File: src/ps2_proto_pkg.sv
package ps2_proto_pkg;

        // one data byte on the link
        typedef logic [7:0] ps2_byte_t;

        // start, eight data bits, odd parity, stop
        localparam int frame_bits = 11;

        localparam int data_bits = 8;

        // enable data reporting
        localparam ps2_byte_t cmd_enable_report = 8'hF4;

        // device answer to a good command
        localparam ps2_byte_t ack_byte = 8'hFA;

endpackage

File: src/ps2_timing_pkg.sv
package ps2_timing_pkg;

        // wide enough for the inhibit delay and the idle timeout
        typedef logic [15:0] cycle_cnt_t;

        // 100 us at 50 MHz
        localparam cycle_cnt_t default_inhibit_cycles = 16'd5000;

        // equal samples before a line level is accepted
        localparam int default_filter_len = 4;

endpackage

File: src/ps2_frame_rx.sv
`timescale 1ns/1ps

module ps2_frame_rx (
        input  logic clk,
        input  logic rstn,
        input  logic enable,
        input  logic clk_fall,
        input  logic clk_s,
        input  logic data_s,
        output ps2_proto_pkg::ps2_byte_t rx_byte,
        output logic rx_valid,
        output logic rx_err
);
        import ps2_proto_pkg::*;
        import ps2_timing_pkg::*;

        localparam int cnt_w = $clog2(frame_bits);
        localparam logic [cnt_w-1:0] last_bit = cnt_w'(frame_bits - 1);
        // clock high this long inside a frame means the device gave up
        localparam cycle_cnt_t idle_limit = cycle_cnt_t'(4 * default_inhibit_cycles);

        // start bit ends up in bit 0, parity in the top bit
        logic [frame_bits-2:0] shift_q;
        logic [cnt_w-1:0] bit_cnt;
        cycle_cnt_t idle_cnt;
        logic frame_last;
        logic frame_end;
        logic start_ok;
        logic parity_ok;
        logic stop_ok;

        assign frame_last = (bit_cnt == last_bit);
        assign frame_end  = enable && clk_fall && frame_last;

        // stop bit is still on the line at the last edge
        assign start_ok  = ~shift_q[0];
        assign parity_ok = ^shift_q[frame_bits-2:1];
        assign stop_ok   = data_s;

        always_ff @(posedge clk or negedge rstn) begin
                if (!rstn) begin
                        bit_cnt <= '0;
                        idle_cnt <= '0;
                        rx_valid <= 1'b0;
                        rx_err <= 1'b0;
                end else begin
                        rx_valid <= 1'b0;
                        rx_err <= 1'b0;
                        if (!enable) begin
                                bit_cnt <= '0;
                                idle_cnt <= '0;
                        end else if (clk_fall) begin
                                idle_cnt <= '0;
                                if (frame_end) begin
                                        bit_cnt <= '0;
                                        if (start_ok && parity_ok && stop_ok) begin
                                                rx_valid <= 1'b1;
                                        end else begin
                                                rx_err <= 1'b1;
                                        end
                                end else begin
                                        bit_cnt <= bit_cnt + 1'b1;
                                end
                        end else if (clk_s && bit_cnt != '0) begin
                                if (idle_cnt == idle_limit) begin
                                        // drop the partial frame
                                        bit_cnt <= '0;
                                        idle_cnt <= '0;
                                end else begin
                                        idle_cnt <= idle_cnt + 1'b1;
                                end
                        end else begin
                                idle_cnt <= '0;
                        end
                end
        end

        always_ff @(posedge clk) begin
                if (enable && clk_fall) begin
                        shift_q <= {data_s, shift_q[frame_bits-2:1]};
                end
                if (frame_end) begin
                        rx_byte <= shift_q[data_bits:1];
                end
        end

endmodule

File: config.mk
export PLATFORM = sky130hd
export DESIGN_NAME = ps2_frame_rx
export DESIGN_NICKNAME = d
export VERILOG_FILES = /design/src/ps2_proto_pkg.sv /design/src/ps2_timing_pkg.sv /design/src/ps2_frame_rx.sv
export SDC_FILE = /design/constraint.sdc
export NUM_CORES = 1
export LEC_CHECK = 0
export ABC_AREA = 1
export BUFFER_PORTS_ARGS = -buffer_cell sky130_fd_sc_hd__buf_2
export CORE_MARGIN = 10
export CORE_UTILIZATION = 53
export DETAILED_ROUTE_END_ITERATION = 16
export GPL_TIMING_DRIVEN = 0
export PLACE_DENSITY_LB_ADDON = 0.25
export SETUP_SLACK_MARGIN = 0.5
export SYNTH_ARGS = -nofsm -noshare
export SYNTH_HDL_FRONTEND = slang
export SYNTH_SLANG_ARGS = --single-unit
File: constraint.sdc
create_clock -name clk -period 1.34 [get_ports clk]
set_input_delay 0.134 -clock clk [delete_from_list [all_inputs] [get_ports clk]]
set_output_delay 0.134 -clock clk [all_outputs]
set_load 0.005 [all_outputs]
* Word level (Yosys, flattened, before mapping)
Cells that the tools add are included.
Cells by class: $add $sub $neg 2, equality and inequality tests 4, mux-type cells 17, bitwise operators 1, reductions and logical operators 8
Operator list (number):
- $mux 16 | 4
- $mux 4 | 5
- $add 16x1->16 const B | 1
- $eq 16x15->1 const B | 1
- $reduce_xor 9->1 | 1
- $mux 1 | 8
- $ne 3x1->1 const B | 2
- $logic_and 1x1->1 | 5
- $add 4x1->4 const B | 1
- $eq 4x4->1 const B | 1
- $reduce_bool 4->1 | 1
- $reduce_and 2->1 | 1
- $not 1->1 | 1
Word-level totals: flip-flop bits (word level) 40, output and inout bits 10, logic and storage cells 38

* Depth between registers and ports, before layout
depth after elaboration 7, depth in mapped cells 11, gate-level depth less buffers 11

* Worst setup path before layout
Ideal clock, no wire load.
kind reg2reg, start reg bit_cnt[0], end reg rx_byte[0] (enable), setup time 0.328 ns, data arrival time 1.021 ns, required time 1.012 ns, slack -0.009 ns, cell stages (with the launch flop) 5, path buffers 0, clock period less this slack 1.349 ns, path through dfrtp_1 inv_1 ha_1 nand4_1 inv_1
Between the ends: longest elaborated chain between the ends 2
RTL lines:
- start: declaration | RTL line ps2_frame_rx.sv:24 | logic [cnt_w-1:0] bit_cnt;
- start signal: assignment | RTL line ps2_frame_rx.sv:62 | bit_cnt <= bit_cnt + 1'b1;
- $eq 4x4->1 | RTL line ps2_frame_rx.sv:32 | assign frame_last = (bit_cnt == last_bit);
- $logic_and 1x1->1 | RTL line ps2_frame_rx.sv:33 | assign frame_end = enable && clk_fall && frame_last;
- via frame_end | RTL line ps2_frame_rx.sv:27 | logic frame_end;
- end signal: assignment | RTL line ps2_frame_rx.sv:83 | rx_byte <= shift_q[data_bits:1];
- end: declaration | RTL line ps2_frame_rx.sv:10 | output ps2_proto_pkg::ps2_byte_t rx_byte,
The timed path passes the listed nets, and every way through them passes these cells. A chain may end at the register's enable or synchronous reset.

* Worst setup path after layout
start reg bit_cnt[1], end reg idle_cnt[8]
Between the ends: longest elaborated chain between the ends 5
RTL lines:
- $reduce_bool 4->1 | RTL line ps2_frame_rx.sv:64 | end else if (clk_s && bit_cnt != '0) begin
- $logic_and 1x1->1 | RTL line ps2_frame_rx.sv:64
- $mux 16 | RTL line ps2_frame_rx.sv:64
- $mux 16 | RTL line ps2_frame_rx.sv:52 | end else if (clk_fall) begin
- $mux 16 | RTL line ps2_frame_rx.sv:49 | if (!enable) begin
- end signal: assignment | RTL line ps2_frame_rx.sv:70 | idle_cnt <= idle_cnt + 1'b1;
- end: declaration | RTL line ps2_frame_rx.sv:25 | cycle_cnt_t idle_cnt;
No other way between the ends.

==> reports/results.ini <==
[run]
cap_violations = 0

[sta]
setup_slack_ns = -0.116
period_share_pct = 109
max_slew_margin_pct = 66.7
rsz0062_at_grt = true
worst_pin_slew_ns = 0.499
tns_ns = -0.447
whs_ns = 0.0440
hold_violations = 0
setup_violations = 8
fin_crit_ns = 1.46
slew_violations = 0
fmax_ghz = 0.687
fin_skew_ns = 0.00359

[cts]
cts.sinks = 40
clkTransAtPathRegs_ns = 0.12
cts_tree = built
htree_levels = 2
cts_buffer_depth = 2
clockRootBuffer = clkbuf_4
cts_buffers = 5
clock_latency_ns = 0.35

[global_route]
grt_pass1_vias = 1465
antenna_found_initial = 0
grt-ovfl-total = 0
grt_max_degree = 23
grt_first_pass_wirelength_mm = 6.10
grt_use_total_pct = 12.0

[pwr]
vdd_drop_max_v = 0.000650
p_leak_nw = 1.11
netSwitchingFraction_pct = 22.3
comb_power_share_pct = 6.9
seqPwrFrac_pct = 58.3
powerDensity_nw_per_um2 = 928
power.share.clock_pct = 34.7
p_int_mw = 1.75
p_switching_uw = 505

[logic_synthesis]
synth_top_area_share_pct = 28.6
synth.ff_latch_count = 40
synth_flop_cell = dfrtp_1
ys.warnings.count = 0
synth.area.top_cells = dfrtp_1, edfxtp_1, nand2_1
postSynthAreaPerCell_um2 = 9.36
syn-num-nets = 217
synth_cells = 206
synthTopCellsByCount = nand2_1, inv_1, nor2_1
netlist_area_um2 = 1930
synth_edf_count = 18
synth_most_common_cell = nand2_1
synth_async_sr_flop_share_pct = 55.0
ys_types = 28
synth-seq-area-share_pct = 56.6
synth_top_cell_by_area = dfrtp_1

[cells_and_area]
stdcell_area_um2 = 2430
antenna_cells = 0
fin_util_pct = 71.3
syn2layout_area_growth_pct = 26.3
drive_gt1_share_pct = 33.7
nets = 259

[place]
place_hpwl_mm = 2.30
placed_area_um2 = 2090
place_ws_ns = -0.191
io_buffers = 15
routabilityCongestion = 0.809

[die]
rows = 21
ioPinCount = 16
start_util_pct = 56.4
die_h_um = 80.3
die_x_um = 80.3
dieArea_um2 = 6450
core-area_um2 = 3420

[detailed_routing]
dr.pass1.iters = 4
via_count = 1478
route.detailed.drc = 0
viasPerCell = 5.01
drt_wl_total_mm = 3.79
ant_nets = 0
wire_per_inst_um = 12.8
drt_iter0_markers = 79

[setup_path]
worstSetupEndpoint = idle_cnt[8]
r2r-end = idle_cnt[8]
required_ns = 1.62
crit_fanout = 4
worstPathArrival_ns = 1.73
r2r_cells = 8
cp-startpoint = bit_cnt[1]
critPathKind = flop to flop
rr_startpoint = bit_cnt[1]
crit_path_end_kind = flop
start_kind = flop
regToRegSetupSlack_ns = -0.12

[outcome]
status = finished, violations left
violations = setup timing

[hold_path]
worstHoldPathType = input pin to flop

timing repair:
item / CTS / global route
setup endpoints to repair: 40 / 42
setup buffers: 12 / 4
gates resized for setup: 12 / 17
hold buffers: 2 / 0
cloned: 2 / 0
pin swaps: 9 / 8
hold endpoints to repair: 23 / 0
kinds of logic after synthesis:
group	after synthesis	share of synthesized area, %
simple gates	101	24.8
flops	40	56.6
buf+inv	37	7.59
compound gates	15	4.15
xor+xnor	8	3.63
fa+ha+maj	5	3.24
per-stage QoR:
| step | cells | power, mW |
|---|---|---|
| 2_1_floorplan | 206 | 1.41 |
| 3_3_place_gp | 267 | 1.45 |
| 3_5_place_dp | 267 | 1.45 |
| 4_1_cts | 291 | 2.24 |
| 5_1_grt | 295 | 2.35 |
| 6_report | 295 | 2.26 |
worst max-delay path, cell delays in order (launching register included):
cell     delay, ns
dfrtp_1       0.42
inv_1         0.07
ha_2          0.19
nand2_2       0.06
and3_1        0.16
nand2_2       0.08
buf_6         0.14
buf_12        0.12
nor3_1        0.15
how the worst min path moves through the flow:
stage,from,end,cells past startpoint
after floorplan,rstn,bit_cnt[0],0
after global placement,rstn,idle_cnt[1],1
after detailed placement,rstn,idle_cnt[1],1
after CTS,enable,bit_cnt[3],3
after global routing,enable,bit_cnt[3],3
final,enable,bit_cnt[3],3
power by group through the flow:
| stage | clock network, mW | registers [mW] | logic (mW) |
|---|---|---|---|
| after floorplan | 0 | 1.34 | 0.0700 |
| after global placement | 0 | 1.34 | 0.106 |
| after detailed placement | 0 | 1.35 | 0.107 |
| after CTS | 0.794 | 1.32 | 0.133 |
| after global routing | 0.856 | 1.32 | 0.175 |
| final | 0.785 | 1.32 | 0.157 |
layout make-up:
cell class | count | area [um^2]
Tap cell | 46 | 57.6
Buffer | 1 | 11.3
Timing Repair Buffer | 34 | 244
Clock inverter | 2 | 35.0
Sequential cell | 40 | 1090
Fill cell | 247 | 981
Multi-Input combinational cell | 129 | 802
Clock buffer | 6 | 41.3
Timing Repair inverter | 1 | 7.51
Inverter | 36 | 145
metal layers:
| metal | routed length (um) | GRT usage, % |
|---|---|---|
| met4 | 87 | 6.16 |
| met3 | 188 | 3.34 |
| met1 | 1540 | 12.9 |
| met5 | 0 | 0 |
| met2 | 1980 | 21.0 |
cells in the final DEF (no fill, tap or decap), types with 2 or more instances in the layout:
cell type,Yosys,final
a21oi_2,0,2
inv_2,7,11
nand4_1,4,4
a31oi_1,2,2
nor3b_2,1,2
edfxtp_1,18,18
nor2_4,2,3
nand2_1,44,37
buf_2,0,16
nand3_1,13,10
dfrtp_1,22,22
nand3_2,1,3
ha_4,0,2
xnor2_1,2,2
buf_6,1,4
inv_1,29,23
a21oi_1,8,6
nand2_4,1,2
xor2_1,6,6
nor2_1,25,22
o21ai_1,1,3
buf_4,0,12
ha_2,0,2
clkbuf_4,0,5
nor2_2,1,3
nor3_4,1,2
nor3_1,4,3
dlygate4sd3_1,0,2
nand2_2,1,7
registers in the layout, indices dropped and copies added, names as in the netlist:
register  flops
shift_q      10
rx_byte       8
rx_valid      1
rx_err        1
bit_cnt       4
idle_cnt     16
No activity file was read; power rests on OpenSTA's default activity.
