--- config.mk ---
export PLATFORM = sky130hd
export DESIGN_NAME = ps2_cmd_tx
export DESIGN_NICKNAME = d
export VERILOG_FILES = /design/src/ps2_proto_pkg.sv /design/src/ps2_timing_pkg.sv /design/src/ps2_cmd_tx.sv
export SDC_FILE = /design/constraint.sdc
export NUM_CORES = 1
export LEC_CHECK = 0
export ABC_AREA = 1
export BUFFER_PORTS_ARGS = -buffer_cell sky130_fd_sc_hd__clkbuf_2
export CORE_AREA = 2 2 58 60
export CTS_CLUSTER_DIAMETER = 30
export DETAILED_ROUTE_END_ITERATION = 7
export DIE_AREA = 0 0 60 62
export HOLD_SLACK_MARGIN = 0.08
export PLACE_DENSITY = 0.76
export SYNTH_ARGS = -nofsm -noshare
export SYNTH_HDL_FRONTEND = slang
export SYNTH_SLANG_ARGS = --single-unit
--- constraint.sdc ---
create_clock -name clk -period 1.53 [get_ports clk]
set_input_delay 0.2295 -clock clk [delete_from_list [all_inputs] [get_ports clk]]
set_output_delay 0.2295 -clock clk [all_outputs]
set_load 0.005 [all_outputs]
--- src/ps2_proto_pkg.sv ---
package ps2_proto_pkg;

        // one data byte on the link
        typedef logic [7:0] ps2_byte_t;

        // start, eight data bits, odd parity, stop
        localparam int frame_bits = 11;

        localparam int data_bits = 8;

        // enable data reporting
        localparam ps2_byte_t cmd_enable_report = 8'hF4;

        // device answer to a good command
        localparam ps2_byte_t ack_byte = 8'hFA;

endpackage

--- src/ps2_timing_pkg.sv ---
package ps2_timing_pkg;

        // wide enough for the inhibit delay and the idle timeout
        typedef logic [15:0] cycle_cnt_t;

        // 100 us at 50 MHz
        localparam cycle_cnt_t default_inhibit_cycles = 16'd5000;

        // equal samples before a line level is accepted
        localparam int default_filter_len = 4;

endpackage

--- src/ps2_cmd_tx.sv ---
`timescale 1ns/1ps

module ps2_cmd_tx #(
        parameter ps2_timing_pkg::cycle_cnt_t inhibit_cycles =
                ps2_timing_pkg::default_inhibit_cycles,
        parameter ps2_proto_pkg::ps2_byte_t init_cmd =
                ps2_proto_pkg::cmd_enable_report
) (
        input  logic clk,
        input  logic rstn,
        input  logic clk_fall,
        input  logic data_s,
        output logic clk_drive_low,
        output logic data_drive_low,
        output logic done
);
        import ps2_proto_pkg::*;
        import ps2_timing_pkg::*;

        localparam int bit_w = $clog2(data_bits);
        localparam logic [bit_w-1:0] last_bit = bit_w'(data_bits - 1);

        typedef enum logic [2:0] {
                st_load,
                st_inhibit,
                st_start,
                st_shift,
                st_parity,
                st_stop,
                st_ack,
                st_finished
        } state_t;

        state_t state;
        cycle_cnt_t inhibit_cnt;
        ps2_byte_t shift_q;
        logic [bit_w-1:0] bit_cnt;
        logic parity_acc;

        always_ff @(posedge clk or negedge rstn) begin
                if (!rstn) begin
                        state <= st_load;
                        inhibit_cnt <= '0;
                        bit_cnt <= '0;
                        parity_acc <= 1'b0;
                end else begin
                        case (state)
                                st_load: begin
                                        inhibit_cnt <= '0;
                                        bit_cnt <= '0;
                                        parity_acc <= 1'b0;
                                        state <= st_inhibit;
                                end
                                // clock held low by the host
                                st_inhibit: begin
                                        if (inhibit_cnt == inhibit_cycles) begin
                                                state <= st_start;
                                        end else begin
                                                inhibit_cnt <= inhibit_cnt + 1'b1;
                                        end
                                end
                                // request to send, device now generates the clock
                                st_start: begin
                                        if (clk_fall) begin
                                                state <= st_shift;
                                        end
                                end
                                st_shift: begin
                                        if (clk_fall) begin
                                                parity_acc <= parity_acc ^ shift_q[0];
                                                if (bit_cnt == last_bit) begin
                                                        state <= st_parity;
                                                end else begin
                                                        bit_cnt <= bit_cnt + 1'b1;
                                                end
                                        end
                                end
                                st_parity: begin
                                        if (clk_fall) begin
                                                state <= st_stop;
                                        end
                                end
                                // data released as the stop bit
                                st_stop: begin
                                        state <= st_ack;
                                end
                                // device pulls data low for one clock
                                st_ack: begin
                                        if (clk_fall && !data_s) begin
                                                state <= st_finished;
                                        end
                                end
                                default: begin
                                        state <= st_finished;
                                end
                        endcase
                end
        end

        // command byte, lsb leaves first
        always_ff @(posedge clk) begin
                if (state == st_load) begin
                        shift_q <= init_cmd;
                end else if (state == st_shift && clk_fall) begin
                        shift_q <= shift_q >> 1;
                end
        end

        always_comb begin
                clk_drive_low = (state == st_inhibit);
                case (state)
                        st_start: data_drive_low = 1'b1;
                        st_shift: data_drive_low = ~shift_q[0];
                        // odd parity bit is ~parity_acc, driven inverted
                        st_parity: data_drive_low = parity_acc;
                        default: data_drive_low = 1'b0;
                endcase
        end

        assign done = (state == st_finished);

endmodule

; After elaboration in Yosys (flattened, before gate mapping)
; Index checks and enable logic that the tools add are counted.
; Widths: inputs -> output; s select.
[word_totals]
regBits = 31
output_inout_bits = 3
inputBits = 4
word_cells = 51
[op_classes]
eq_ne = 17
add_sub_neg = 2
reduce_logical = 10
n_bitwise = 2
mux = 15
[op_table]
columns = cell, n
row1 = $pmux 16 s2, 1
row2 = $mux 3, 8
row3 = $pmux 3 s7, 1
row4 = $add 16x1->16 const B, 1
row5 = $eq 16x13->1 const B, 1
row6 = $mux 16, 1
row7 = $eq 3x3->1 const B, 5
row8 = $ne 2x2->1 const B, 7
row9 = $eq 3x2->1 const B, 2
row10 = $pmux 3 s2, 1
row11 = $reduce_and 6->1, 1
row12 = $reduce_and 2->1, 2
row13 = $reduce_bool 2->1, 2
row14 = $add 3x1->3 const B, 1
row15 = $eq 3x1->1 const B, 1
row16 = $logic_not 3->1, 1
row17 = $pmux 1 s3, 1
row18 = $reduce_and 3->1, 1
row19 = $logic_and 1x1->1, 2
row20 = $ne 2x1->1 const B, 1
row21 = $pmux 1 s2, 1
row22 = $logic_not 1->1, 1
row23 = $mux 1, 1
row24 = $not 1->1, 1
row25 = $xor 1x1->1, 1

; Depth between registers and ports, before layout
; Gate-level depths: netlist of the first run.
[logic_depth]
word_depth = 4
ltp_mapped = 10
ltp_nobuf = 9

; Least setup slack after synthesis of the first run
; OpenSTA, ideal clock, no wires.
[synth_path]
path_kind = flip-flop to flip-flop
from = register inhibit_cnt[0]
to = register inhibit_cnt[10]
stages_incl_launch_ff = 9
required_time_ns = 1.413
path_buffers = 0
setup_time_ns = 0.117
t_arrival_ns = 1.263
path_slack_ns = 0.150
synth_period_minus_slack_ns = 1.380
path_cell_list = dfrtp_1 -> ha_1 -> nand2_1 -> nor2_1 -> nand2_1 -> nor2_1 -> or2_2 -> nand3_1 -> nand2_1
[synth_via]
elab_chain_len = 3
elab_cells_between_ends = 6
[synth_rtl]
columns = item, line
row1 = start: declaration, ps2_cmd_tx.sv:35  ; cycle_cnt_t inhibit_cnt;
row2 = start signal: assignment, ps2_cmd_tx.sv:59  ; inhibit_cnt <= inhibit_cnt + 1'b1;
row3 = $add 16x1->16 or $eq 16x13->1 (tied branches), "ps2_cmd_tx.sv:59, ps2_cmd_tx.sv:56"
row4 = $mux 16 or $ne 2x2->1 (tied branches), n/a
row5 = $pmux 16 s2 or $reduce_and 2->1 (tied branches), n/a
; Several ways; a longest one is shown, not always the timed one. The select of a mux whose other input is x is not followed.
; A chain may end at the register's enable or synchronous reset.

; Worst setup path in the final report of the first run
[layout_path]
from = register inhibit_cnt[0]
to = register inhibit_cnt[3]
; The elaborated chain is that of the path after synthesis.

==> summary.txt, run 1 <==
Mapped cell area: 1840 um^2
VDD IR-drop max: 0.737 mV
FF-to-FF setup slack: 0.01 ns
Area of the multi-input gates: 1060 um^2
Startpoint types: register
Root Driver: clkbuf_4
Compound-Gate Fraction of Synth Area: 9.65%
Worst Hold Class: input pin to register
Via count: 1741
Required @ worst endpoint: 1.75 ns
Layout Nets: 296
Clock-pin slew on the worst setup and hold paths: 0.10 ns
Clk Latency, worst-skew pair: 0.34 ns
Row count: 21
CTS Buffer Depth: 2
Final Hold Fails: 0
GR Util All Layers: 22.9%
Die Area: 3720 um^2
Total wire length: 4.17 mm
Worst-margin pin slew: 0.611 ns
Most common cell after layout, fill and taps aside: nand2_1
Upper clock frequency limit: 658 MHz
Layout cells sized above 1: 26.0%
Syn avg cell area: 7.14 um^2
Largest family of logic cells by synthesized area: simple AND/OR/NAND/NOR gates
First-pass GRT wire length: 6.40 mm
# DRC: 0
Final core occ: 71.0%
Storage cell area: 739 um^2
Synth Area in Simple Gates: 39.7%
Worst Path Buf+Inv: 1
Drt via density: 5.20
Core Area: 3180 um^2
Cells after Synth: 258
Slowest stage delay, CP: 0.47 ns
Remaining global-route overflow: 0
Placer congestion estimate: 0.872
RSZ-0062 raised after global routing: true
Total clock sinks: 31
Syn_nets: 266
CTS tree: built
Die W: 60 um
Synth Area in Adders: 2.72%
Post-DRT Antenna Nets: 0
Initial antenna violation count: 0
Cell Pwr Density: 811 nW/um^2
WL/cell: 12.4 um
Post-synthesis mux area share: 0%
Initial drt markers: 81
IO buf count: 6
Chip Height: 62 um
Final setup fails: 0
Vias in the first global route: 1496
Fin crit share: 99.3%
Crit-path cells: inv_2, ha_4, nand3_2, nor2_1, nand2_1, nand2_4, nand2_8, nand2_1, o21ai_0
Crit path time final: 1.52 ns
Fin. max-slew vios: 0
Fill count: 257
Setup TNS: 0 ns
#FFs+latches synth: 31
CP most frequent cell: nand2_1
Layout area overhead: 22.6%
Post-synth cell types: 28
Worst setup EP type: register
CTS H-tree depth: 2
Max Clock Skew: 0.00486 ns
Most frequent cells in the layout: nand2_1, nand3_1, nor2_1, inv_1, dfrtp_1
Critical path class: register to register
Status: finished clean
Leak: 1.09 nW
Arr. time, crit path: 1.74 ns
DR pass1 iterations: 4
Xor and xnor fraction of the mapped netlist area: 0.476%
Crit Path Max Fanout: 9
Crit path max-delay family: simple AND/OR/NAND/NOR gates
Starting density of the core: 57.9%
Worst slew margin: 59.2%
Diode count: 0
Boundary Pins: 7
Synth warn: 0
Placed wire-length estimate: 2.70 mm
Crit-path slowest cell: dfrtp_2
Largest net degree at the start of global routing: 24
Max-cap violation count: 0
CTS Buf Count: 5
Register area share after synthesis: 39.9%
## flip-flops by register name, indices dropped and copies added, names as in the netlist
signal / cells
bit_cnt: 3
shift_q: 8
state: 3
parity_acc: 1
inhibit_cnt: 16
## cell type report
class | count | share of cell area, %
multi-input cells | 197 | 47.0
flip-flops and latches | 31 | 32.7
repair buffers | 27 | 9.25
inverters | 26 | 4.60
well taps | 46 | 2.55
clock buffers | 6 | 2.27
clock inverters | 2 | 1.55
## per-layer routing
metal	wire length [um]	up-vias	GRT usage, %
li1	-	899	-
met1	1840	792	27.1
met2	2060	39	39.9
met3	166	11	5.38
met4	93	0	9.52
met5	0	-	0
## cells in the mapped netlist, drive strengths merged
cell,count,area (um^2)
ha,4,50.1
o211ai,1,7.51
xor2,1,8.76
o21ai,20,130
o41ai,1,16.3
nor3,1,5.00
nand4,8,50.1
nand3,34,183
or2,1,6.26
nor2,32,128
nor3b,1,7.51
dfrtp,23,576
clkinv,1,3.75
dfxtp,8,160
inv,25,93.8
buf,5,40.0
a21oi,4,23.8
nand2,88,353
## final timing paths
check                                     from              to  depth (start not counted)
worst max-delay path            inhibit_cnt[0]  inhibit_cnt[3]                          9
worst min-delay path                  clk_fall      bit_cnt[2]                          4
worst max register to register  inhibit_cnt[0]  inhibit_cnt[3]                          9
worst min register to register      shift_q[1]      shift_q[1]                          2
max in group asynchronous                 rstn  inhibit_cnt[0]                          2
min in group asynchronous                 rstn  inhibit_cnt[2]                          2
## cells by family after synthesis
group                    Yosys count
adder cells (fa/ha/maj)            4
AND/OR/NAND/NOR                  165
XOR/XNOR                           1
flip-flops                        31
AO/OA/AOI/OAI                     26
buffers and inverters             31
## timing repair
action | 4_1_cts | 5_1_grt
buffers inserted | 3 | 9
pin swaps | 0 | 7
hold buffers | 1 | 0
cloned | 0 | 1
setup endpoints to repair | 5 | 23
endpoints found under the hold margin | 23 | 0
gates resized for setup | 6 | 29
## worst reg2reg max path, cell delays in order, from the launching register on
cell,delay [ns]
dfrtp_2,0.47
inv_2,0.09
ha_4,0.12
nand3_2,0.08
nor2_1,0.09
nand2_1,0.10
nand2_4,0.20
nand2_8,0.11
nand2_1,0.08
o21ai_0,0.08
## metrics by stage
stage	std cells	hold WS (ns)	setup WS, ns	power, W	cell area (um^2)
after floorplan	258	-0.0661	0.150	0.00105	1840
final	335	0.228	0.0111	0.00183	2260
after CTS	325	0.207	0.00831	0.00183	2090
after global placement	313	0.257	0.0584	0.00111	1950
after global routing	335	0.238	-0.102	0.00191	2260
after detailed placement	313	0.264	0.00859	0.00112	1950
## power breakdown
| group | switching, W | internal [W] |
|---|---|---|
| logic | 0.000149 | 0.0000973 |
| registers | 0.0000568 | 0.000844 |
| clock network | 0.000299 | 0.000386 |
| total | 0.000505 | 0.00133 |
No activity file was read; power rests on OpenSTA's default activity.
==> inputs of run 2 (changes only) <==
--- a/config.mk
+++ b/config.mk
@@ -12,7 +12,7 @@
 export DETAILED_ROUTE_END_ITERATION = 7
 export DIE_AREA = 0 0 60 62
 export HOLD_SLACK_MARGIN = 0.08
-export PLACE_DENSITY = 0.76
+export PLACE_DENSITY = 0.84
 export SYNTH_ARGS = -nofsm -noshare
 export SYNTH_HDL_FRONTEND = slang
 export SYNTH_SLANG_ARGS = --single-unit
==> constraint.sdc (replaced) <==
create_clock -name clk -period 1.7 [get_ports clk]
set_input_delay 0.255 -clock clk [delete_from_list [all_inputs] [get_ports clk]]
set_output_delay 0.255 -clock clk [all_outputs]
set_load 0.005 [all_outputs]
==> run 2 against run 1 <==
Sequential share of layout area is 3.6 points higher. Via count is 4.7% lower. Clock skew is 0.0060 ns higher. Non-clock buffer count is 15 lower. Combinational power is 12% lower. Critical path type is now register to primary output. Critical endpoint is now data_drive_low. Largest cell class unchanged. Highest routed layer unchanged.
==> summary.txt, run 2 (synthesis results as in run 1) <==
Status: finished clean
Fin crit share: 96.6%
Setup TNS: 0 ns
Clk Latency, worst-skew pair: 0.33 ns
Final hold slack: 0.248 ns
CTS Buffer Depth: 2
Most frequent cells in the layout: nand2_1, nand3_1, nor2_1, inv_1, dfrtp_1
Layout cells sized above 1: 16.1%
Max Clock Skew: 0.0109 ns
RSZ-0062 raised after global routing: false
DP Area: 1910 um^2
Placed wire-length estimate: 2.69 mm
IO buf count: 6
Seq pwr share: 50.9%
Design area: 2030 um^2
Final non-filler cell total: 319
Max reg flops: 16
Largest net degree at the start of global routing: 24
Worst-margin pin slew: 0.597 ns
Via count: 1659
Total wire length: 3.78 mm
Pint: 0.00113 W
Drt via density: 5.20
VDD IR-drop max: 0.557 mV
Crit-path cells: nor2_1, nand3_1, nand2_1, clkbuf_2
CTS tree: built
Layout area overhead: 10.4%
Crit-path slowest cell: dfrtp_2
Combinational share of power: 13.7%
Max-cap violation count: 0
Crit Path Max Fanout: 7
Startpoint types: register
Top Registers: inhibit_cnt x16, shift_q x8
Root Driver: clkbuf_4
Initial drt markers: 71
Final Hold Fails: 0
Upper clock frequency limit: 609 MHz
Top reg by flops: inhibit_cnt
Diode count: 0
CTS Buf Count: 5
Critical path class: register to primary output
Row count: 21
Post-DRT Antenna Nets: 0
Die Area: 3720 um^2
Worst Hold Class: input pin to register
Total clock sinks: 31
Slowest stage delay, CP: 0.50 ns
Most common cell after layout, fill and taps aside: nand2_1
Final setup fails: 0
Chip Height: 62 um
Switch Pwr: 0.000446 W
WL/cell: 11.9 um
Core Area: 3180 um^2
Fill count: 299
Leak: 0.976 nW
DR pass1 iterations: 4
Final Power: 0.00158 W
Cell Pwr Density: 775 nW/um^2
First-pass GRT wire length: 6.24 mm
Required @ worst endpoint: 1.44 ns
Die W: 60 um
Clock network power share: 35.4%
Starting density of the core: 57.9%
Boundary Pins: 7
Area of the multi-input gates: 971 um^2
CTS H-tree depth: 2
Clock-pin slew on the worst setup and hold paths: 0.11 ns
Arr. time, crit path: 1.39 ns
Placer congestion estimate: 0.902
Storage cell area: 739 um^2
GR Util All Layers: 22.4%
Fin. max-slew vios: 0
# placed instances: 308
Remaining global-route overflow: 0
# DRC: 0
Switching share of power: 28.3%
Layout Nets: 280
Crit path time final: 1.64 ns
Worst setup EP type: primary output
Worst slew margin: 60.2%
Initial antenna violation count: 0
Vias in the first global route: 1488
==> run 2: worst max-delay path: cells and delay by family (launching register included) <==
| kind | cells | cell delay [ns] |
|---|---|---|
| flip-flops | 1 | 0.50 |
| AND/OR/NAND/NOR | 3 | 0.45 |
| buffers and inverters | 1 | 0.12 |
==> run 2: final cells by class <==
type,instances,area share (%)
Clock buffer,7,3.75
Clock inverter,1,0.246
Inverter,26,5.05
Multi-Input combinational cell,196,47.8
Sequential cell,31,36.4
Tap cell,46,2.83
Timing Repair Buffer,12,4.00
==> run 2: routing by layer <==
metal	global-route usage, %	up-vias	share of wire (%)
li1	-	870	-
met1	26.3	758	45
met2	41.3	26	51
met4	5.71	0	1.0
met3	4.97	5	2.8
met5	0	-	0
==> run 2: path summary, 6_finish.rpt <==
kind	from	to	slack [ns]	cells after the start
hold reg to reg	shift_q[1]	shift_q[0]	0.47	2
hold / removal	clk_fall	parity_acc	0.25	3
setup / recovery	state[0]	data_drive_low	0.06	4
min in group asynchronous	rstn	inhibit_cnt[14]	0.46	2
setup reg to reg	inhibit_cnt[0]	inhibit_cnt[12]	0.15	9
max in group asynchronous	rstn	state[2]	0.82	2
==> run 2: power by group through the flow <==
stage	sequential (W)	combinational (W)	clock, W
after floorplan	0.000808	0.000138	0
after global placement	0.000818	0.000179	0
after detailed placement	0.000820	0.000182	0
after CTS	0.000801	0.000216	0.000572
after global routing	0.000803	0.000251	0.000604
final	0.000803	0.000216	0.000558
==> run 2: repair_timing <==
item | 4_1_cts | 5_1_grt
hold buffers | 1 | 0
buffers inserted | 2 | 0
gates resized for setup | 4 | 3
setup endpoints to repair | 1 | 2
hold endpoints to repair | 23 | 0
==> run 2: per-stage QoR <==
stage,util [%],setup slack [ns]
3_3_place_gp,60.1,0.182
2_1_floorplan,-,0.320
4_1_cts,63.7,0.0354
6_report,64.0,0.0574
5_1_grt,64.0,0.00301
3_5_place_dp,60.1,0.172
