==> src/ps2_timing_pkg.sv <==
package ps2_timing_pkg;

        // wide enough for the inhibit delay and the idle timeout
        typedef logic [15:0] cycle_cnt_t;

        // 100 us at 50 MHz
        localparam cycle_cnt_t default_inhibit_cycles = 16'd5000;

        // equal samples before a line level is accepted
        localparam int default_filter_len = 4;

endpackage

==> src/ps2_line_sync.sv <==
`timescale 1ns/1ps

module ps2_line_sync #(
        parameter int filter_len = ps2_timing_pkg::default_filter_len
) (
        input  logic clk,
        input  logic rstn,
        input  logic ps2_clk_in,
        input  logic ps2_data_in,
        output logic clk_s,
        output logic data_s,
        output logic clk_fall
);
        localparam int cnt_w = (filter_len > 1) ? $clog2(filter_len) : 1;
        localparam logic [cnt_w-1:0] cnt_last = cnt_w'(filter_len - 1);

        // bit 0 is the clock line, bit 1 the data line
        logic [1:0] meta_q;
        logic [1:0] sync_q;
        logic [1:0] filt_q;
        logic [1:0] flip;
        logic [cnt_w-1:0] stable_cnt [2];

        always_comb begin
                for (int i = 0; i < 2; i++) begin
                        flip[i] = (sync_q[i] != filt_q[i]) && (stable_cnt[i] == cnt_last);
                end
        end

        always_ff @(posedge clk or negedge rstn) begin
                if (!rstn) begin
                        meta_q <= 2'b11;
                        sync_q <= 2'b11;
                        filt_q <= 2'b11;
                        stable_cnt[0] <= '0;
                        stable_cnt[1] <= '0;
                        clk_fall <= 1'b0;
                end else begin
                        meta_q <= {ps2_data_in, ps2_clk_in};
                        sync_q <= meta_q;
                        for (int i = 0; i < 2; i++) begin
                                if (sync_q[i] == filt_q[i] || flip[i]) begin
                                        stable_cnt[i] <= '0;
                                end else begin
                                        stable_cnt[i] <= stable_cnt[i] + 1'b1;
                                end
                                if (flip[i]) begin
                                        filt_q[i] <= sync_q[i];
                                end
                        end
                        // filtered clock going from high to low
                        clk_fall <= flip[0] && filt_q[0];
                end
        end

        assign clk_s  = filt_q[0];
        assign data_s = filt_q[1];

endmodule

==> config.mk <==
export PLATFORM = sky130hd
export DESIGN_NAME = ps2_line_sync
export DESIGN_NICKNAME = d
export VERILOG_FILES = /design/src/ps2_timing_pkg.sv /design/src/ps2_line_sync.sv
export SDC_FILE = /design/constraint.sdc
export NUM_CORES = 1
export LEC_CHECK = 0
export BUFFER_PORTS_ARGS = -buffer_cell sky130_fd_sc_hd__buf_2
export CORE_AREA = 4 4 41 43
export CTS_CLUSTER_DIAMETER = 80
export CTS_CLUSTER_SIZE = 24
export DETAILED_ROUTE_END_ITERATION = 7
export DIE_AREA = 0 0 45 47
export PLACE_DENSITY_LB_ADDON = 0.08
export SLEW_MARGIN = 15
export SYNTH_ARGS = -nofsm -noshare
export SYNTH_HDL_FRONTEND = slang
export SYNTH_SLANG_ARGS = --single-unit
export TNS_END_PERCENT = 20
==> constraint.sdc <==
create_clock -name clk -period 2.35 [get_ports clk]
set_clock_uncertainty 0.15 [all_clocks]
set_input_delay 0.705 -clock clk [delete_from_list [all_inputs] [get_ports clk]]
set_output_delay 0.705 -clock clk [all_outputs]
set_load 0.01 [all_outputs]
* Yosys cells after proc, flatten, opt, wreduce, memory -nomap -nowiden *
Index checks and enable logic that the tools add are counted.

storage, ports and cells
  register bits after elaboration = 11
  input port bits = 4
  output and inout port bits = 3
  word-level logic and storage cells = 22

operators by class
  add/subtract/negate cells = 2
  eq/ne operators = 6
  muxes and demuxes = 2
  reduce and logical (&&, ||, !) cells = 5

operators with widths
  cell                   number
  $add A2 B1 Y2 const B  2
  $eq A2 B2 Y1 const B   2
  $mux W2                2
  $logic_and A1 B1 Y1    3
  $eq A1 B1 Y1           2
  $logic_or A1 B1 Y1     2
  $ne A1 B1 Y1           2

* Longest topological paths before layout *
Gate-level depths: netlist (run 1).

  depth after elaboration = 4
  depth in mapped cells = 2
  mapped depth without buffers = 2

* Least setup slack after synthesis (run 1) *
OpenSTA, ideal clock, no wires.

  kind = reg-to-output
  start point = register filt_q[0]
  end point = output port clk_s
  arrival = 0.548 ns
  required time = 1.495 ns
  slack = 0.947 ns
  stages on the path, launching flop included = 1
  path buffers = 0
  path through = dfstp_2

RTL lines
  element                           line                 source
  start: declaration                ps2_line_sync.sv:20  logic [1:0] filt_q;
  start signal: indexed assignment  ps2_line_sync.sv:48  filt_q[i] <= sync_q[i];
  end: declaration                  ps2_line_sync.sv:10  output logic clk_s,

No word-level cell between the ends.

* Final worst setup path (run 1) *
  start point = register filt_q[0]
  end point = output port clk_s

No word-level cell between the ends.

==> results_dict.tcl, run 1 <==
set metrics [dict create \
    slew_viol_final 0 \
    static-leakage-power_nw 0.217 \
    cts_hold_repair.buffers 0 \
    yosys.area_share.adder 0.0637 \
    multi_input_area_um2 110 \
    level_count_of_the_clock_h_tree 1 \
    tns_ps 0 \
    insertedDiodeCount 0 \
    max_slew.worst_pin.slew_ps 233 \
    maxUsedRoutingLayer "met3" \
    path_delay_family "flip-flops" \
    final_hold_viol_count 0 \
    fin_crit_sh 0.766 \
    overall_global_routing_usage 0.0633 \
    crit-reg2reg-launch "stable_cnt[2]" \
    critPathArrivalTime_ps 940 \
    worstReg2RegEnd "filt_q[0]" \
    synthMuxAreaShare 0.0573 \
    synth.distinct_cells 8 \
    cp-endpoint "clk_s" \
    cp-start-kind "flop" \
    cts_resized 0 \
    post_synth_and_or_nand_nor_area_fraction 0.115 \
    drc_errors 0 \
    num-nets-final 39 \
    postLayoutCoreUtil 0.360 \
    route.met3.wl_um 25 \
    synth_area_um2 393 \
    area_growth_pct 19.1 \
    maxSlewHeadroom 0.844 \
    synth_top_family_by_area "simple AND/OR/NAND/NOR gates" \
    cp.buffers_inverters 1 \
    die-width_um 45 \
    detailed_place_hpwl_um 383 \
    max-clock-path-buffers 2 \
    grt_pass1_vias 217 \
    drt.antenna.violating_nets 0 \
    rd_place_congestion 0.620 \
    grt.overflow.total 0 \
    synth-compound-area-share 0 \
    post_synth_xor_area_fraction 0.0446 \
    syn_area_per_cell_um2 17.9 \
    route.vias.total 198 \
    critical_path.cell_chain "buf_2" \
    post-route-min-period_ps 1800 \
    cpPeakStageDelay_ps 550 \
    first_iter_violations 3 \
    pin_count 7 \
    viasPerCell 4.21 \
    route.met2.wl_um 252 \
    worst_supply_voltage_drop_on_vdd_uv 452 \
    critical_path.max_fanout 4 \
    crit_start "filt_q[0]" \
    most-common-layout-cells "6 x dfstp_2, 6 x buf_2, 5 x dfrtp_1" \
    antenna_found_initial 0 \
    die_height_um 47 \
    result_of_the_run "complete, no violations" \
    detail_route.wl_per_cell_um 10.9 \
    design.die.area_mm2 0.00212 \
    syn-num-nets 28 \
    cts.sinks 11 \
    root_buffer "clkbuf_4" \
    port_buffers 6 \
    cts_tree "built" \
    rr_worst_depth 2 \
    floorplan.initialDensity 0.302 \
    yosys_warnings 0 \
    worstSetupPathDepth 1 \
    timing.critical_path.slowest_stage_cell "dfstp_2" \
    routedLengthMet1_um 233 \
    cts_bufs_inserted 3 \
    clk_pin_slew_worst_paths_ps 70 \
    grt_start_max_net_pins 12 \
    drive_above_1_share 0.625 \
    grt_first_pass_wirelength_um 848 \
    num-fill-cells 146 \
    routed_wl_um 512 \
    ys_ff_latch 11 \
    count_of_final_setup_violators 0 \
    cap_viol_max_count 0 \
    regArea_um2 283 \
    worst_setup_path_category "flop to output port" \
    worst_hold_path_type "primary input to async pin" \
    worstPathRequired_ps 1490 \
    core_area_mm2 0.00130 \
    synth.yosys.seq_area_share 0.720 \
    syn-instance-count 22 \
    worst-r2r-setup-slack_ps 1170 \
    cts.repair_timing.setup_buffer_count 0 \
    detailedRoute.firstPassIterationCount 2 \
    rsz0062_at_grt "no" \
    fp-row-count 13 \
    end_kind "output port" \
    power-per-cell-area_mw_per_mm2 1150 \
    max_clock_freq_mhz 556 \
    clk_latency_worst_skew_pair_ps 260 \
]
## through the flow
step	worst slack, ps	cell area [um2]	cells	hold WS (ps)	power (mW)
after global placement	838	442	43	196	0.414
after CTS	535	468	47	144	0.550
after global routing	516	468	47	150	0.577
after detailed placement	831	442	43	197	0.425
final	551	468	47	144	0.539
after floorplan	947	393	22	195	0.382
## cell type report
type,count,area share
clock buffers,4,0.0561
repair buffers,6,0.0642
flip-flops and latches,11,0.604
well taps,15,0.0401
multi-input cells,11,0.235
## power breakdown
group	internal (mW)	leakage [nW]	total, mW	switching [mW]
Sequential	0.255	0.129	0.285	0.0305
Clock	0.0655	0.0150	0.123	0.0572
Combinational	0.0745	0.0739	0.131	0.0569
## cell families (layout without fill, tap and decap cells)
group,count (synthesis),after routing
DFF,11,11
and+or+nand+nor,5,5
adders and majority gates,2,2
xor gates and xnor gates,2,2
muxes,2,2
buffers and inverters,0,10
## worst min-delay path by stage
stage	from	end	slack [ps]	cells past startpoint
floorplan	meta_q[0]	sync_q[0]	200	0
global placement	meta_q[1]	sync_q[1]	200	0
detailed placement	meta_q[1]	sync_q[1]	200	0
CTS	rstn	stable_cnt[1]	140	1
global route	rstn	clk_fall	150	1
finish	rstn	stable_cnt[1]	140	1
## synth_stat cells (all sizes together)
cell / number / area (um2)
and3b: 1 / 10.0
dfrtp: 5 / 125
dfstp: 6 / 158
ha: 2 / 25.0
mux2: 2 / 22.5
nor3: 2 / 10.0
nor3b: 2 / 25.0
xnor2: 2 / 17.5
## flip-flops by register name, summed over array words and instances (netlist names)
signal / count
clk_fall: 1
filt_q: 2
meta_q: 2
stable_cnt: 4
sync_q: 2
## layer usage
metal,GRT usage,vias to the layer above
li1,-,94
met1,0.0758,99
met2,0.0734,5
met3,0.0230,0
met4,0.0877,0
met5,0,-
(Power assumes the default switching activity.)
==> inputs of run 2 (changes only) <==
==> constraint.sdc (replaced) <==
create_clock -name clk -period 1.8 [get_ports clk]
set_clock_uncertainty 0.15 [all_clocks]
set_input_delay 0.54 -clock clk [delete_from_list [all_inputs] [get_ports clk]]
set_output_delay 0.54 -clock clk [all_outputs]
set_load 0.01 [all_outputs]
==> run 2 against run 1 <==
Sequential share of layout area down 1.3 points; cell count up 2.1%; utilization increased by 0.77 points; first-iteration DRC count unchanged; wire length is 0.78% higher; sequential cell count stayed put; register-to-register slack lost 550 ps; critical endpoint unchanged; largest power group unchanged.
==> results_dict.tcl, run 2 (synthesis gave the netlist of run 1 again) <==
set metrics [dict create \
    result_of_the_run "complete, no violations" \
    cts_resized 0 \
    antenna_found_initial 0 \
    max_slew.worst_pin.slew_ps 233 \
    fp-row-count 13 \
    pin_count 7 \
    grt_pass1_vias 220 \
    die_height_um 47 \
    comb_power_share 0.246 \
    drt.antenna.violating_nets 0 \
    first_iter_violations 3 \
    drive_above_1_share 0.606 \
    insertedDiodeCount 0 \
    largest_register_ffs 4 \
    root_buffer "clkbuf_4" \
    tns_ps 0 \
    maxSlewHeadroom 0.844 \
    post-route-min-period_ps 1630 \
    fin_crit_sh 0.908 \
    worst_hold_path_type "flop to flop" \
    worst_setup_path_category "flop to output port" \
    port_buffers 6 \
    area_growth_pct 21.7 \
    place_inst 43 \
    fraction_of_power_spent_switching_nets 0.268 \
    cpPeakStageDelay_ps 550 \
    die-width_um 45 \
    rd_place_congestion 0.620 \
    clk_latency_worst_skew_pair_ps 260 \
    critical_path.max_fanout 4 \
    seqPwrFrac 0.527 \
    num-nets-final 40 \
    route.vias.total 202 \
    most-common-layout-cells "6 x dfstp_2, 6 x buf_2, 5 x dfrtp_1" \
    slew_viol_final 0 \
    worst_supply_voltage_drop_on_vdd_uv 590 \
    static-leakage-power_nw 0.222 \
    core_area_mm2 0.00130 \
    detailed_place_hpwl_um 383 \
    grt_first_pass_wirelength_um 862 \
    cts_tree "built" \
    max_clock_freq_mhz 612 \
    floorplan.initialDensity 0.302 \
    grt.overflow.total 0 \
    level_count_of_the_clock_h_tree 1 \
    overall_global_routing_usage 0.0641 \
    critPathArrivalTime_ps 940 \
    grt_start_max_net_pins 12 \
    timing.critical_path.slowest_stage_cell "dfstp_2" \
    clk_pin_slew_worst_paths_ps 70 \
    rsz0062_at_grt "no" \
    cap_viol_max_count 0 \
    path_delay_family "flip-flops" \
    power-per-cell-area_mw_per_mm2 1480 \
    drc_errors 0 \
    final_hold_viol_count 0 \
    routed_wl_um 516 \
    clk_network_pwr_share 0.227 \
    power.net_switching_mw 0.189 \
    max-clock-path-buffers 2 \
    internal_power_mw 0.517 \
    postLayoutCoreUtil 0.367 \
    stdcell_count 48 \
    cp-start-kind "flop" \
    count_of_final_setup_violators 0 \
    cp.buffers_inverters 1 \
    worst-r2r-setup-slack_ps 620 \
    cts.sinks 11 \
    viasPerCell 4.21 \
    detailedRoute.firstPassIterationCount 2 \
    worstPathRequired_ps 1110 \
    critical_path.cell_chain "buf_2" \
    largest-register "stable_cnt" \
    cts_bufs_inserted 3 \
    design.die.area_mm2 0.00212 \
    hold_ws_ps 206 \
    detail_route.wl_per_cell_um 10.8 \
    end_kind "output port" \
]
-- run 2: metal layers --
| metal | vias to the layer above | routed length (um) | global-route usage |
|---|---|---|---|
| li1 | 96 | - | - |
| met1 | 101 | 231 | 0.0782 |
| met2 | 5 | 253 | 0.0734 |
| met3 | 0 | 31 | 0.0230 |
| met4 | 0 | 0 | 0.0877 |
| met5 | - | 0 | 0 |
-- run 2: repair_timing --
action                                 in CTS  in global routing
hold buffers                                1                  0
endpoints found under the hold margin       5                  0
setup buffers                               0                  0
-- run 2: worst paths after layout --
kind	endpoint	cells past startpoint	from
max	clk_s	1	filt_q[0]
min	sync_q[1]	0	meta_q[1]
max reg2reg	filt_q[0]	2	stable_cnt[2]
min reg2reg	sync_q[1]	0	meta_q[1]
max in group asynchronous	sync_q[0]	2	rstn
min in group asynchronous	stable_cnt[1]	2	rstn
-- run 2: layout make-up --
cell class                      count  area (um2)
Tap cell                           15        18.8
Sequential cell                    11         283
Fill cell                         144         823
Multi-Input combinational cell     11         110
Timing Repair Buffer                7        40.0
Clock buffer                        4        26.3
-- run 2: power by group through the flow --
stage	Combinational (mW)	Sequential, mW	Clock [mW]
final	0.173	0.372	0.160
after global routing	0.195	0.381	0.179
after global placement	0.169	0.371	0
after floorplan	0.116	0.382	0
after detailed placement	0.179	0.377	0
after CTS	0.178	0.373	0.170
-- run 2: per-stage QoR --
stage | setup slack (ps) | total power [mW] | instance area, um2
after global routing | 131 | 0.755 | 478
after floorplan | 562 | 0.498 | 393
after CTS | 150 | 0.720 | 478
final | 166 | 0.706 | 478
after detailed placement | 446 | 0.555 | 442
after global placement | 453 | 0.541 | 442
-- run 2: worst reg2reg max path, delay by kind of cell, from the launching register on --
family | cells | cell delay, ps
fa+ha+maj | 1 | 250
flops | 1 | 360
mux | 1 | 350
==> inputs of run 3 (changes only) <==
--- a/config.mk
+++ b/config.mk
@@ -5,6 +5,7 @@
 export SDC_FILE = /design/constraint.sdc
 export NUM_CORES = 1
 export LEC_CHECK = 0
+export ABC_AREA = 1
 export BUFFER_PORTS_ARGS = -buffer_cell sky130_fd_sc_hd__buf_2
 export CORE_AREA = 4 4 41 43
 export CTS_CLUSTER_DIAMETER = 80
==> constraint.sdc (replaced) <==
create_clock -name clk -period 1.9 [get_ports clk]
set_clock_uncertainty 0.15 [all_clocks]
set_input_delay 0.57 -clock clk [delete_from_list [all_inputs] [get_ports clk]]
set_output_delay 0.57 -clock clk [all_outputs]
set_load 0.01 [all_outputs]
==> run 3 against run 2 <==
Clock-buffer cell count unchanged; wire length is 6.4% higher; sequential share of layout area up 0.78 points; clock power shrank 6%; global-route usage decreased by 0.41 points; die area did not move; synthesized cell count increased by 59%; largest cell class unchanged.
==> results_dict.tcl, run 3 <==
set metrics [dict create \
    yosys.cell_count.top_type "nand2_1" \
    max_clock_freq_mhz 607 \
    cap_viol_max_count 0 \
    yosys_warnings 0 \
    drive_above_1_share 0.333 \
    grt_pass1_vias 220 \
    cts.repair_timing.setup_buffer_count 0 \
    die-width_um 45 \
    worst_setup_path_category "flop to output port" \
    critical_path.max_fanout 4 \
    critical_path.cell_chain "buf_2" \
    synth.yosys.seq_area_share 0.713 \
    cts_bufs_inserted 3 \
    clk_latency_worst_skew_pair_ps 260 \
    layout_commonest_cell "nand2_1" \
    level_count_of_the_clock_h_tree 1 \
    largest-register "stable_cnt" \
    count_of_final_setup_violators 0 \
    die_height_um 47 \
    detail_route.wl_per_cell_um 9.15 \
    drc_errors 0 \
    root_buffer "clkbuf_4" \
    comb_power_share 0.230 \
    syn_area_per_cell_um2 11.3 \
    result_of_the_run "complete, no violations" \
    port_buffers 6 \
    first_iter_violations 2 \
    path_delay_family "flip-flops" \
    max-clock-path-buffers 2 \
    clk_pin_slew_worst_paths_ps 60 \
    cpPeakStageDelay_ps 540 \
    rr_worst_depth 4 \
    post-synth-top-area-cell "dfstp_2" \
    synth.distinct_cells 9 \
    worst_hold_path_type "primary input to async pin" \
    grt_start_max_net_pins 12 \
    cp-start-kind "flop" \
    routed_wl_um 549 \
    yosysTopAreaCellShare 0.397 \
    dominantRegCellSynth "dfstp_2" \
    syn-instance-count 35 \
    critPathArrivalTime_ps 930 \
    cts_hold_repair.buffers 0 \
    num-nets-final 52 \
    drt.antenna.violating_nets 0 \
    detailedRoute.firstPassIterationCount 2 \
    slew_viol_final 0 \
    clk_network_pwr_share 0.236 \
    cts.sinks 11 \
    insertedDiodeCount 0 \
    cp.buffers_inverters 1 \
    tns_ps 0 \
    detailed_place_hpwl_um 433 \
    route.vias.total 253 \
    synthArstFlopShare 1.00 \
    design_power_total_mw 0.635 \
    overall_global_routing_usage 0.0600 \
    worstReg2RegEnd "stable_cnt[0]" \
    syn-num-nets 41 \
    antenna_found_initial 0 \
    floorplan.initialDensity 0.305 \
    post-route-min-period_ps 1650 \
    viasPerCell 4.22 \
    post_synth_most_frequent_cells "7 x nand2_1, 6 x dfstp_2, 6 x inv_1, 5 x dfrtp_1, 5 x nor2_1" \
    maxSlewHeadroom 0.845 \
    seqPwrFrac 0.534 \
    timing.critical_path.slowest_stage_cell "dfstp_2" \
    most-common-layout-cells "7 x nand2_1, 6 x inv_1, 6 x dfstp_2, 6 x buf_2" \
    design.die.area_mm2 0.00212 \
    fraction_of_power_spent_switching_nets 0.291 \
    grt.overflow.total 0 \
    fp-row-count 13 \
    rd_place_congestion 0.661 \
    worst-r2r-setup-slack_ps 800 \
    rsz0062_at_grt "no" \
    static-leakage-power_nw 0.242 \
    end_kind "output port" \
    power-per-cell-area_mw_per_mm2 1350 \
    cts_resized 0 \
    core_area_mm2 0.00130 \
    power.net_switching_mw 0.184 \
    internal_power_mw 0.450 \
    yosys-top-cells-area "dfstp_2 40%, dfrtp_1 32%, nand2_1 6.6%" \
    pin_count 7 \
    synth_area_um2 397 \
    worst_supply_voltage_drop_on_vdd_uv 392 \
    synth_edf_count 0 \
    crit-reg2reg-launch "stable_cnt[0]" \
    largest_register_ffs 4 \
    max_slew.worst_pin.slew_ps 233 \
    area_growth_pct 18.9 \
    fin_crit_sh 0.868 \
    ys_ff_latch 11 \
    grt_first_pass_wirelength_um 855 \
    worstPathRequired_ps 1180 \
    cts_tree "built" \
    final_hold_viol_count 0 \
]
==> run 3: per-layer routing <==
metal	track usage	vias to the layer above	part of all wire
met3	0.0230	0	0.080
met2	0.0847	6	0.46
met1	0.0709	122	0.46
li1	-	125	-
met4	0.0526	0	0
met5	0	-	0
==> run 3: power by group through the flow <==
stage          clock network [mW]  registers [mW]  logic (mW)
2_1_floorplan                   0           0.349      0.0904
3_3_place_gp                    0           0.339       0.139
3_5_place_dp                    0           0.343       0.150
4_1_cts                     0.159           0.339       0.151
5_1_grt                     0.169           0.345       0.171
6_report                    0.150           0.339       0.146
==> run 3: cell type report <==
type,instances,area (um2)
clock buffers,4,26.3
fillers,137,830
inverters,6,22.5
multi-input cells,18,91.3
flip-flops and latches,11,283
well taps,15,18.8
repair buffers,6,30.0
==> run 3: logic make-up (layout without fill, tap and decap cells) <==
group	count (synthesis)	after routing	share of synthesized area
flops	11	11	0.713
compound gates	3	3	0.0378
fa+ha+maj	2	2	0.0631
buf+inv	6	16	0.0568
simple gates	13	13	0.129
==> run 3: how the worst max path moves through the flow <==
| stage | start | end | cells past startpoint |
|---|---|---|---|
| final | filt_q[1] | data_s | 1 |
| after global routing | filt_q[1] | data_s | 1 |
| after CTS | filt_q[1] | data_s | 1 |
| after detailed placement | filt_q[1] | data_s | 1 |
| after global placement | filt_q[1] | data_s | 1 |
| after floorplan | filt_q[1] | data_s | 0 |
==> run 3: through the flow <==
stage,util,cells,hold WS (ps),instance area [um2],setup slack (ps)
after floorplan,-,35,124,397,638
after global placement,0.342,56,196,445,537
after detailed placement,0.342,56,198,445,524
after CTS,0.363,60,10.7,472,236
after global routing,0.363,60,22.3,472,218
final,0.363,60,10.1,472,252
